**config.mk**
```make
export PLATFORM = sky130hd
export DESIGN_NAME = lidar_scan_top
export DESIGN_NICKNAME = d
export VERILOG_FILES = /design/src/rtl/lidar_pkg.sv /design/src/rtl/lidar_scan_top.sv /design/src/rtl/angle_interp.sv /design/src/rtl/scan_extrema.sv /design/src/rtl/scan_frame_parser.sv /design/src/rtl/uart_rx.sv
export VERILOG_INCLUDE_DIRS = /design/src /design/src/include
export SDC_FILE = /design/constraint.sdc
export NUM_CORES = 2
export LEC_CHECK = 0
export ABC_AREA = 1
export ABC_CLOCK_PERIOD_IN_PS = 10230
export BUFFER_PORTS_ARGS = -buffer_cell sky130_fd_sc_hd__buf_2
export CORE_ASPECT_RATIO = 1.2
export CORE_MARGIN = 5
export CORE_UTILIZATION = 45
export DETAILED_ROUTE_END_ITERATION = 10
export PLACE_DENSITY = 0.67
export SLEW_MARGIN = 30
export SYNTH_ARGS = -nofsm -noshare
export SYNTH_HDL_FRONTEND = slang
export SYNTH_SLANG_ARGS = --single-unit
```
**constraint.sdc**
```tcl
create_clock -name clk -period 10.23 [get_ports clk]
set_input_delay 2.046 -clock clk [delete_from_list [all_inputs] [get_ports clk]]
set_output_delay 2.046 -clock clk [all_outputs]
set_load 0.05 [all_outputs]
```
**src/include/lidar_config.svh**
```systemverilog
`ifndef LIDAR_CONFIG_SVH
`define LIDAR_CONFIG_SVH

// UART timing for a 100 MHz clock at 115200 baud
`define LIDAR_CLKS_PER_BIT 868
`define LIDAR_HALF_BIT 434

// Scan frame header bytes
`define LIDAR_HDR1 8'h55
`define LIDAR_HDR2 8'hAA

// Distances below this are near obstacles (mm)
`define LIDAR_ALERT_THRESH 1024

// Number of leading sample indices covered by the alert mask
`define LIDAR_ALERT_BITS 16

// One full turn in hundredths of a degree
`define LIDAR_FULL_CIRCLE 36000

`endif
```
**src/rtl/lidar_pkg.sv**
```systemverilog
`default_nettype none

package lidar_pkg;

    typedef logic [7:0]  byte_t;   // One received UART byte
    typedef logic [7:0]  ct_t;     // Samples per frame
    typedef logic [15:0] dist_t;   // Distance in mm
    typedef logic [15:0] idx_t;    // Sample position inside a frame
    typedef logic [15:0] angle_t;  // Angle in 0.01 degree
    typedef logic [15:0] alert_t;  // Near obstacle flag per index

    // Frame parser states with one per field byte
    typedef enum logic [3:0] {
        st_hdr1,       // Waiting for 0x55
        st_hdr2,       // Waiting for 0xAA
        st_ct,         // Sample count
        st_fsa_lo,
        st_fsa_hi,
        st_lsa_lo,
        st_lsa_hi,
        st_sample_lo,  // Low byte of a distance
        st_sample_hi   // High byte that completes the sample
    } parser_state_e;

endpackage

`default_nettype wire

```
**src/rtl/lidar_scan_top.sv**
```systemverilog
`default_nettype none

module lidar_scan_top (
    input  logic              clk,
    input  logic              rst,
    input  logic              rx,          // Serial scan data from the sensor
    output lidar_pkg::dist_t  max_dist,
    output lidar_pkg::dist_t  min_dist,
    output lidar_pkg::idx_t   max_idx,
    output lidar_pkg::idx_t   min_idx,
    output lidar_pkg::alert_t obs_alert,
    output lidar_pkg::angle_t max_angle,
    output lidar_pkg::angle_t min_angle,
    output logic              angle_done
);
    import lidar_pkg::*;

    byte_t  rx_byte;
    logic   byte_valid;
    ct_t    ct;
    angle_t fsa;
    angle_t lsa;
    logic   start_frame;
    logic   sample_valid;
    dist_t  sample_value;
    idx_t   sample_idx;
    logic   frame_done;

    // Stage 1 turns the serial line into bytes
    uart_rx rx_i (
        .clk        (clk),
        .rst        (rst),
        .rx         (rx),
        .rx_byte    (rx_byte),
        .byte_valid (byte_valid)
    );

    // Stage 2 splits bytes into frame fields and samples
    scan_frame_parser parser_i (
        .clk          (clk),
        .rst          (rst),
        .rx_byte      (rx_byte),
        .byte_valid   (byte_valid),
        .ct           (ct),
        .fsa          (fsa),
        .lsa          (lsa),
        .start_frame  (start_frame),
        .sample_valid (sample_valid),
        .sample_value (sample_value),
        .sample_idx   (sample_idx),
        .frame_done   (frame_done)
    );

    // Stage 3
    scan_extrema extrema_i (
        .clk          (clk),
        .rst          (rst),
        .start_frame  (start_frame),
        .sample_valid (sample_valid),
        .sample_value (sample_value),
        .sample_idx   (sample_idx),
        .max_dist     (max_dist),
        .min_dist     (min_dist),
        .max_idx      (max_idx),
        .min_idx      (min_idx),
        .obs_alert    (obs_alert)
    );

    // Stage 4 runs while the next frame may already be arriving
    angle_interp angle_i (
        .clk        (clk),
        .rst        (rst),
        .frame_done (frame_done),
        .fsa        (fsa),
        .lsa        (lsa),
        .ct         (ct),
        .max_idx    (max_idx),
        .min_idx    (min_idx),
        .max_angle  (max_angle),
        .min_angle  (min_angle),
        .angle_done (angle_done)
    );

endmodule

`default_nettype wire

```
**src/rtl/angle_interp.sv**
```systemverilog
`default_nettype none

`include "lidar_config.svh"

module angle_interp (
    input  logic              clk,
    input  logic              rst,
    input  logic              frame_done,
    input  lidar_pkg::angle_t fsa,
    input  lidar_pkg::angle_t lsa,
    input  lidar_pkg::ct_t    ct,
    input  lidar_pkg::idx_t   max_idx,
    input  lidar_pkg::idx_t   min_idx,
    output lidar_pkg::angle_t max_angle,
    output lidar_pkg::angle_t min_angle,
    output logic              angle_done
);
    import lidar_pkg::*;

    logic        done_d1;
    logic        start;          // Two cycles after frame_done once the extrema are stable
    logic        calc_pending;
    angle_t      fsa_r;
    idx_t        max_idx_r;
    idx_t        min_idx_r;
    logic [31:0] span_now;
    logic [31:0] span_r;
    logic [2:0]  shift_r;        // log2(CT)
    logic [31:0] step;
    logic [47:0] max_sum;
    logic [47:0] min_sum;

    // Shift amount for a power-of-two CT and zero for any other CT
    function automatic logic [2:0] ct_shift(input ct_t n);
        case (n)
            8'd2:    return 3'd1;
            8'd4:    return 3'd2;
            8'd8:    return 3'd3;
            8'd16:   return 3'd4;
            8'd32:   return 3'd5;
            8'd64:   return 3'd6;
            8'd128:  return 3'd7;
            default: return 3'd0;
        endcase
    endfunction

    // One subtraction of a full turn and then the low 16 bits
    function automatic angle_t wrap_circle(input logic [47:0] sum);
        if (sum >= 48'(`LIDAR_FULL_CIRCLE))
            return angle_t'(sum - 48'(`LIDAR_FULL_CIRCLE));
        return angle_t'(sum);
    endfunction

    // Span crosses zero when LSA is below FSA
    assign span_now = (lsa >= fsa) ? 32'(lsa) - 32'(fsa)
                                   : 32'(lsa) + 32'(`LIDAR_FULL_CIRCLE) - 32'(fsa);

    assign step    = span_r >> shift_r;
    assign max_sum = 48'(step) * 48'(max_idx_r) + 48'(fsa_r);
    assign min_sum = 48'(step) * 48'(min_idx_r) + 48'(fsa_r);

    // Operands latched at the start
    always_ff @(posedge clk) begin
        if (start) begin
            fsa_r     <= fsa;
            max_idx_r <= max_idx;
            min_idx_r <= min_idx;
            span_r    <= span_now;
            shift_r   <= ct_shift(ct);
        end
    end

    always_ff @(posedge clk) begin
        if (rst) begin
            done_d1      <= 1'b0;
            start        <= 1'b0;
            calc_pending <= 1'b0;
            max_angle    <= '0;
            min_angle    <= '0;
            angle_done   <= 1'b0;
        end else begin
            done_d1      <= frame_done;
            start        <= done_d1;
            calc_pending <= start;
            angle_done   <= calc_pending;    // Lands 4 cycles after frame_done
            if (calc_pending) begin
                max_angle <= wrap_circle(max_sum);
                min_angle <= wrap_circle(min_sum);
            end
        end
    end

endmodule

`default_nettype wire

```
**src/rtl/scan_extrema.sv**
```systemverilog
`default_nettype none

`include "lidar_config.svh"

module scan_extrema (
    input  logic              clk,
    input  logic              rst,
    input  logic              start_frame,
    input  logic              sample_valid,
    input  lidar_pkg::dist_t  sample_value,
    input  lidar_pkg::idx_t   sample_idx,
    output lidar_pkg::dist_t  max_dist,
    output lidar_pkg::dist_t  min_dist,
    output lidar_pkg::idx_t   max_idx,
    output lidar_pkg::idx_t   min_idx,
    output lidar_pkg::alert_t obs_alert
);
    import lidar_pkg::*;

    localparam int SEL_W = $clog2(`LIDAR_ALERT_BITS);

    logic   is_near;
    logic   in_mask;     // Index falls inside the alert mask
    alert_t alert_bit;

    assign is_near   = sample_value < dist_t'(`LIDAR_ALERT_THRESH);
    assign in_mask   = sample_idx < idx_t'(`LIDAR_ALERT_BITS);
    assign alert_bit = (is_near && in_mask) ? alert_t'(1) << sample_idx[SEL_W-1:0] : '0;

    always_ff @(posedge clk) begin
        if (rst || start_frame) begin    // Fresh statistics per frame
            max_dist  <= '0;
            min_dist  <= '1;
            max_idx   <= '0;
            min_idx   <= '0;
            obs_alert <= '0;
        end else if (sample_valid) begin
            // Strict compares keep the earliest index on ties
            if (sample_value > max_dist) begin
                max_dist <= sample_value;
                max_idx  <= sample_idx;
            end
            if (sample_value < min_dist) begin
                min_dist <= sample_value;
                min_idx  <= sample_idx;
            end
            obs_alert <= obs_alert | alert_bit;   // Sticky until next frame
        end
    end

endmodule

`default_nettype wire

```
**src/rtl/scan_frame_parser.sv**
```systemverilog
`default_nettype none

`include "lidar_config.svh"

module scan_frame_parser (
    input  logic              clk,
    input  logic              rst,
    input  lidar_pkg::byte_t  rx_byte,
    input  logic              byte_valid,
    output lidar_pkg::ct_t    ct,
    output lidar_pkg::angle_t fsa,
    output lidar_pkg::angle_t lsa,
    output logic              start_frame,
    output logic              sample_valid,
    output lidar_pkg::dist_t  sample_value,
    output lidar_pkg::idx_t   sample_idx,
    output logic              frame_done
);
    import lidar_pkg::*;

    parser_state_e state;
    byte_t         sample_lo;      // Low byte held until the high byte arrives
    idx_t          next_idx;       // Index of the sample being assembled
    dist_t         value_buf;      // One entry buffer for the finished sample
    idx_t          idx_buf;
    logic          buf_full;
    logic          done_pending;   // Buffered sample is the last of the frame

    always_ff @(posedge clk) begin
        if (rst) begin
            state        <= st_hdr1;
            ct           <= '0;
            fsa          <= '0;
            lsa          <= '0;
            start_frame  <= 1'b0;
            sample_valid <= 1'b0;
            sample_value <= '0;
            sample_idx   <= '0;
            frame_done   <= 1'b0;
            next_idx     <= '0;
            buf_full     <= 1'b0;
            done_pending <= 1'b0;
        end else begin
            start_frame  <= 1'b0;
            sample_valid <= 1'b0;
            frame_done   <= 1'b0;

            // Drain the buffer on the second cycle after the high byte
            if (buf_full) begin
                sample_valid <= 1'b1;
                sample_value <= value_buf;
                sample_idx   <= idx_buf;
                frame_done   <= done_pending;
                buf_full     <= 1'b0;
                done_pending <= 1'b0;
            end

            if (byte_valid) begin
                case (state)
                    st_hdr1: if (rx_byte == byte_t'(`LIDAR_HDR1)) state <= st_hdr2;
                    st_hdr2: begin
                        if (rx_byte == byte_t'(`LIDAR_HDR2))
                            state <= st_ct;
                        else if (rx_byte != byte_t'(`LIDAR_HDR1))
                            state <= st_hdr1;   // Repeated 0x55 stays here
                    end
                    st_ct: begin
                        ct          <= ct_t'(rx_byte);
                        start_frame <= 1'b1;    // Clears the extrema
                        state       <= st_fsa_lo;
                    end
                    st_fsa_lo: begin
                        fsa[7:0] <= rx_byte;
                        state    <= st_fsa_hi;
                    end
                    st_fsa_hi: begin
                        fsa[15:8] <= rx_byte;
                        state     <= st_lsa_lo;
                    end
                    st_lsa_lo: begin
                        lsa[7:0] <= rx_byte;
                        state    <= st_lsa_hi;
                    end
                    st_lsa_hi: begin
                        lsa[15:8] <= rx_byte;
                        next_idx  <= '0;
                        state     <= st_sample_lo;
                    end
                    st_sample_lo: begin
                        sample_lo <= rx_byte;
                        state     <= st_sample_hi;
                    end
                    st_sample_hi: begin
                        value_buf <= {rx_byte, sample_lo};
                        idx_buf   <= next_idx;
                        buf_full  <= 1'b1;
                        if (next_idx + idx_t'(1) == idx_t'(ct)) begin   // Sample CT-1
                            done_pending <= 1'b1;
                            next_idx     <= '0;
                            state        <= st_hdr1;
                        end else begin
                            next_idx <= next_idx + idx_t'(1);
                            state    <= st_sample_lo;
                        end
                    end
                    default: state <= st_hdr1;
                endcase
            end
        end
    end

endmodule

`default_nettype wire

```
**src/rtl/uart_rx.sv**
```systemverilog
`default_nettype none

`include "lidar_config.svh"

module uart_rx (
    input  logic             clk,
    input  logic             rst,
    input  logic             rx,          // Async line that idles high
    output lidar_pkg::byte_t rx_byte,
    output logic             byte_valid
);
    import lidar_pkg::*;

    localparam int CNT_W = $clog2(`LIDAR_CLKS_PER_BIT);

    logic             rx_meta;
    logic             rx_sync;
    logic             receiving;
    logic [CNT_W-1:0] baud_cnt;
    logic [3:0]       bit_cnt;     // Samples taken in this character
    logic [9:0]       shift_reg;   // Stop, 8 data, start
    logic [9:0]       shift_next;

    // New line sample enters at the top so the start bit ends up in bit 0
    assign shift_next = {rx_sync, shift_reg[9:1]};

    // Two flop synchronizer
    always_ff @(posedge clk) begin
        if (rst) begin
            rx_meta <= 1'b1;
            rx_sync <= 1'b1;
        end else begin
            rx_meta <= rx;
            rx_sync <= rx_meta;
        end
    end

    // Receiver FSM with mid-bit sampling
    always_ff @(posedge clk) begin
        if (rst) begin
            receiving  <= 1'b0;
            baud_cnt   <= '0;
            bit_cnt    <= '0;
            rx_byte    <= '0;
            byte_valid <= 1'b0;
        end else begin
            byte_valid <= 1'b0;
            if (!receiving) begin
                if (!rx_sync) begin                      // Falling edge of start bit
                    receiving <= 1'b1;
                    baud_cnt  <= CNT_W'(`LIDAR_HALF_BIT); // Offset so samples land mid-bit
                    bit_cnt   <= '0;
                end
            end else if (baud_cnt == CNT_W'(`LIDAR_CLKS_PER_BIT - 1)) begin
                baud_cnt  <= '0;
                shift_reg <= shift_next;
                bit_cnt   <= bit_cnt + 4'd1;
                if (bit_cnt == 4'd9) begin               // Stop bit sampled
                    receiving  <= 1'b0;
                    rx_byte    <= byte_t'(shift_next[8:1]);
                    byte_valid <= 1'b1;
                end
            end else begin
                baud_cnt <= baud_cnt + 1'b1;
            end
        end
    end

endmodule

`default_nettype wire

```
# Word level (Yosys, flattened, before mapping)

Index checks and enable logic that the tools add are counted.

Bits of input ports: 3
Output and inout port bits: 113
Register bits: 372
Word-level logic and storage cells: 152

Reductions and logical operators: 21
Bitwise logic cells: 6
Equality and inequality tests: 25
Shift-type cells: 2
Magnitude comparators: 7
$mul: 2
Muxes and demuxes: 38
$add $sub $neg: 10

Operators with widths:

| kind                     | count |
|---|---|
| $add A48 B16 Y48         | 2 |
| $ge A48 B16 Y1 const B   | 2 |
| $mul A32 B16 Y48         | 2 |
| $mux W16                 | 6 |
| $pmux W4 S9              | 1 |
| $mux W32                 | 1 |
| $pmux W16 S2             | 1 |
| $shr A32 B3 Y32          | 1 |
| $sub A16 B16 Y16 const B | 2 |
| $sub A32 B16 Y32         | 1 |
| $mux W10                 | 3 |
| $mux W4                  | 6 |
| $pmux W3 S7              | 1 |
| $mux W1                  | 18 |
| $reduce_and A2 Y1        | 9 |
| $add A16 B16 Y17 const B | 1 |
| $sub A16 B16 Y17         | 1 |
| $add A16 B1 Y16 const B  | 1 |
| $eq A16 B8 Y1            | 1 |
| $eq A4 B3 Y1 const B     | 4 |
| $eq A8 B7 Y1 const B     | 2 |
| $eq A8 B8 Y1 const B     | 2 |
| $ge A16 B16 Y1           | 1 |
| $gt A16 B16 Y1           | 1 |
| 29 further kinds         | 41 |

# Logic depth before layout (Yosys ltp)

Depth after elaboration: 8
Mapped depth: 45
Mapped depth without buffers: 43

# Modules after synthesis

A second synthesis with hierarchy kept.

Cells, all modules: 6888
Area, all modules: 51401.8 um^2

Modules (own cells, without submodules):

| module            | area an instance (um^2) | cells each | times used |
|---|---|---|---|
| angle_interp      | 40246.1                 | 5457       | 1 |
| scan_frame_parser | 5461.5                  | 635        | 1 |
| scan_extrema      | 4199.0                  | 610        | 1 |
| uart_rx           | 1495.2                  | 186        | 1 |

# Least setup slack after synthesis

No wires, ideal clock.

Path type: reg2reg
Start point: register angle_i.shift_r[1]
End point: register angle_i.max_angle[8]
Path buffers: 4
Path slack: 2885 ps
Arrival time: 7236 ps
Clock period less this slack: 7345 ps
Cell stages (with the launch flop): 41
Required time: 10121 ps
Cell sequence: edfxtp_1 > inv_1 > clkbuf_1 > clkbuf_1 > o21ai_0 > nand2_1 > o21ai_1 > inv_1 > clkbuf_1 > nand2_1 > fa_1 > inv_1 > fa_1 > inv_1 > fa_1 > inv_1 > fa_1 > fa_1 > (+5 left out) > inv_1 > nor2_1 > nand2_1 > a21oi_1 > nand2_1 > nand2_1 > nand2_1 > inv_1 > nand2_1 > nor2_1 > nand3_1 > nor2_4 > nand3_4 > buf_6 > nand2_1 > o211ai_2 > nand2_1 > inv_1

Cells in the longest elaborated chain, start to end: 8

Ends and longest elaborated chain:

| what                     | RTL line           | source |
|---|---|---|
| start: declaration       | angle_interp.sv:28 | `logic [2:0] shift_r;` |
| start signal: assignment | angle_interp.sv:69 | `shift_r <= ct_shift(ct);` |
| $shr A32 B3 Y32 *        | angle_interp.sv:58 | `assign step = span_r >> shift_r;` |
| $mul A32 B16 Y48 *       | angle_interp.sv:59 | `assign max_sum = 48'(step) * 48'(max_idx_r) + 48'(fsa_r);` |
| $add A48 B16 Y48 *       | angle_interp.sv:59 |  |
| $ge A48 B16 Y1           | angle_interp.sv:49 | `` if (sum >= 48'(`LIDAR_FULL_CIRCLE)) `` |
| $mux W1                  | angle_interp.sv:49 |  |
| $mux W1                  | angle_interp.sv:86 | `if (calc_pending) begin` |
| $mux W1                  | angle_interp.sv:74 | `if (rst) begin` |
| $mux W16 *               | angle_interp.sv:51 | `return angle_t'(sum);` |
| end signal: assignment   | angle_interp.sv:87 | `max_angle <= wrap_circle(max_sum);` |
| end: declaration         | angle_interp.sv:14 | `output lidar_pkg::angle_t max_angle,` |

Mark *: on every way between the ends. The rest lies on a longest branch, timed or not. The select of a mux whose other input is x is not followed.
A chain may end at the register's enable or synchronous reset.

# Worst setup path after layout

Start point: register angle_i.shift_r[1]
End point: register angle_i.min_angle[5]

Cells in the longest elaborated chain, start to end: 8

Ends and longest elaborated chain:

| what                   | RTL line           | source |
|---|---|---|
| $shr A32 B3 Y32 *      | angle_interp.sv:58 |  |
| $mul A32 B16 Y48 *     | angle_interp.sv:60 | `assign min_sum = 48'(step) * 48'(min_idx_r) + 48'(fsa_r);` |
| $add A48 B16 Y48 *     | angle_interp.sv:60 |  |
| $ge A48 B16 Y1         | angle_interp.sv:49 |  |
| $mux W1                | angle_interp.sv:49 |  |
| $mux W1                | angle_interp.sv:86 |  |
| $mux W1                | angle_interp.sv:74 |  |
| $mux W16 *             | angle_interp.sv:51 |  |
| end signal: assignment | angle_interp.sv:88 | `min_angle <= wrap_circle(min_sum);` |
| end: declaration       | angle_interp.sv:15 | `output lidar_pkg::angle_t min_angle,` |

Marks and branches as above.

==> flow_metrics.py <==
metrics = {
    "route": {
        "dr.pass1.iters": 7,
        "wl_um": 172000,
        "first_iter_violations": 3592,
        "ant_nets": 0,
        "wl_per_cell_um": 19.9,
        "drc": 0,
        "vias": 45471,
        "detail_route.vias_per_cell": 5.27,
    },
    "logic_synthesis": {
        "syn_area_um2": 53000,
        "syn_area_per_cell_um2": 7.54,
        "synth_seq_area_share_pct": 16.4,
        "syn_nets": 8251,
        "synth_ff_type": "dfxtp_1",
        "async_reset_ff_share_pct": 0,
        "synth_edf_count": 131,
        "synthTopCellsByArea": "fa_1, nand2_1, inv_1, dfxtp_1, ha_1",
        "synth_top_area_cell": "fa_1",
        "synth_cells": 7038,
        "synth.distinct_cells": 58,
        "yosys_warnings": 0,
        "yosys.area.top_type_share_pct": 32.8,
        "synth-seq-cells": 370,
    },
    "timing": {
        "rsz0062_at_grt": "no",
        "skew_ps": 28.2,
        "max_freq_mhz": 107,
        "setup_violations": 0,
        "layout_setup_ws_ps": 877,
        "relSlewSlack_pct": 25.3,
        "tightest_slew_ps": 1120,
        "hold_viol": 0,
        "fin_crit_ps": 9350,
        "final_max_slew_viol_count": 0,
        "fin_crit_sh_pct": 91.4,
        "setup_tns_ps": 0,
    },
    "cells_and_area": {
        "synthToLayoutAreaGrowth_pct": 6.53,
        "fin_nets": 8278,
        "largest_reg_flops": 32,
        "multi_input_area_um2": 37000,
        "final_common_cell": "nand2_1",
        "seq_area_um2": 8720,
        "n_fill_cell": 11666,
        "regMostFlops": "angle_i.span_r",
        "mostFrequentLayoutCells": "nand2_1, inv_1, fa_1",
        "drive_above_1_share_pct": 5.16,
    },
    "setup_path": {
        "worstPathArrival_ps": 9820,
        "max_stage_delay_ps": 640,
        "r2r_start": "angle_i.shift_r[1]$_DFFE_PP_",
        "r2r-end": "angle_i.min_angle[5]$_SDFFE_PP0P_",
        "critical_path_class": "register to register",
        "worst-endpoint-required_ps": 10700,
        "crit_slowest_cell": "edfxtp_1",
        "cp_max_fo": 29,
        "cp_common_cell": "nand2_1",
        "r2r_cells": 38,
        "startpoint_type": "register",
        "cp-end-kind": "register",
        "r2r_slack_ps": 880,
    },
    "grt": {
        "antenna_found_initial": 2,
        "grt_pass1_wl_um": 269000,
        "overflow": 0,
        "track_usage_pct": 27.9,
        "grt_pass1_vias": 47226,
        "grt_max_degree": 55,
    },
    "placed_design": {
        "place_worst_setup_slack_ps": 1150,
        "port_buffers": 115,
        "hpwl_um": 139000,
        "gpl.final_weighted_congestion": 0.975,
    },
    "power_and_ir_drop": {
        "peakVddDrop_mv": 0.129,
        "power_leakage_nw": 29.7,
        "power_density_nw_per_um2": 47.2,
    },
    "die": {
        "die_h_um": 386,
        "die_area_um2": 125000,
        "fp.dieW_um": 323,
        "rows": 138,
        "start_util_pct": 45.1,
        "pin_count": 116,
        "core_area_um2": 118000,
    },
    "clocking": {
        "cts_sinks": 370,
        "root_buffer": "clkbuf_16",
        "numCtsBuffers": 29,
        "cts_hold_buf": 0,
        "clock_latency_ps": 600,
        "post-cts-setup-buffers": 0,
        "cts.htree.levels": 1,
        "clkTransAtPathRegs_ps": 70,
        "cts_tree": "yes",
        "cts_resized": 0,
        "clockBufferDepth": 3,
    },
    "min_path": {
        "min-delay-start": "angle_i.done_d1$_SDFF_PP0_",
        "whs_endpoint": "angle_i.start$_SDFF_PP0_",
        "min_path_cells": 2,
        "hold_class": "register to register",
    },
    "run_status": {
        "status": "finished, final reports clean",
    },
    "run": {
        "cap_violations": 0,
    },
}
-- cells by family (layout without fill, tap and decap cells) --
logic type | Yosys count | in the layout | synth area share [%]
XOR/XNOR | 86 | 86 | 1.49
AND/OR/NAND/NOR | 2828 | 2828 | 21.4
buffers and inverters | 1953 | 2002 | 13.9
AO/OA/AOI/OAI | 591 | 591 | 5.96
other | 0 | 1 | 0
adder cells (fa/ha/maj) | 1210 | 1210 | 40.8
flip-flops | 370 | 370 | 16.4
-- power breakdown --
part	switching [mW]	total (mW)	internal, mW	leakage (nW)
registers	0.00253	1.51	1.51	3.13
clock network	0.538	1.12	0.582	0.442
logic	0.0242	0.0310	0.00680	26.1
-- synthesized netlist by cell type (3+ instances only) --
library cell and count:
nand2_1 1742, fa_1 869, nor2_1 709, inv_2 17, o21a_1 3, o211ai_1 18, nor3_2 3, a211oi_1 8
ha_1 341, nor4_1 15, nand3_1 224, inv_1 1668, nand2_2 13, or2_2 4, xor2_1 47, buf_2 6
edfxtp_1 131, xnor2_2 4, nand3b_1 21, dfxtp_1 239, o21ai_1 25, o211ai_2 3, nor2_4 4, nor2_2 9
buf_1 14, a21oi_1 273, xnor2_1 34, clkinv_1 26, nand4_1 41, a31oi_1 6, o21ai_0 221, nand3_2 11
clkbuf_1 220, o21bai_1 15, nor3_1 23
-- layout make-up --
cell class	count	area share [%]
diodes	1	0.00443
clock buffers	47	1.53
clock inverters	6	0.0797
inverters	1711	11.4
multi-input cells	4715	65.5
flip-flops and latches	370	15.4
well taps	1540	3.41
repair buffers	238	2.67
-- critical path: cells and delay by family (launching register included) --
family                     cells  cell delay [ps]
and+or+nand+nor               17             2460
AOI/OAI and AO/OA              3              500
DFF                            1              640
buffers and inverters         11             2190
adders and majority gates      7             3410
-- worst max-delay path by stage --
stage	end	depth (start not counted)	start
after floorplan	angle_i.max_angle[8]$_SDFFE_PP0P_	40	angle_i.shift_r[1]$_DFFE_PP_
after global placement	angle_i.max_angle[15]$_SDFFE_PP0P_	35	angle_i.shift_r[1]$_DFFE_PP_
after detailed placement	angle_i.min_angle[5]$_SDFFE_PP0P_	35	angle_i.shift_r[1]$_DFFE_PP_
after CTS	angle_i.min_angle[5]$_SDFFE_PP0P_	38	angle_i.shift_r[1]$_DFFE_PP_
after global routing	angle_i.min_angle[5]$_SDFFE_PP0P_	38	angle_i.shift_r[1]$_DFFE_PP_
final	angle_i.min_angle[5]$_SDFFE_PP0P_	38	angle_i.shift_r[1]$_DFFE_PP_
-- through the flow --
stage | instances | hold slack (ps) | utilization [%] | power [mW] | cell area (µm²)
floorplan | 7038 | 388 | - | 1.57 | 53000
global placement | 8573 | 389 | 47.3 | 1.58 | 55600
detailed placement | 8574 | 396 | 47.3 | 1.58 | 55600
CTS | 8627 | 412 | 48.1 | 2.69 | 56500
global route | 8627 | 428 | 48.1 | 2.74 | 56500
finish | 8628 | 408 | 48.1 | 2.67 | 56500
-- layer usage --
metal | global-route usage, % | share of wire [%]
met5 | 0 | 0.0029
met4 | 12.2 | 5.6
met3 | 4.82 | 8.7
met2 | 46.9 | 47
met1 | 35.5 | 39
Power figures use the tool's default switching activity.
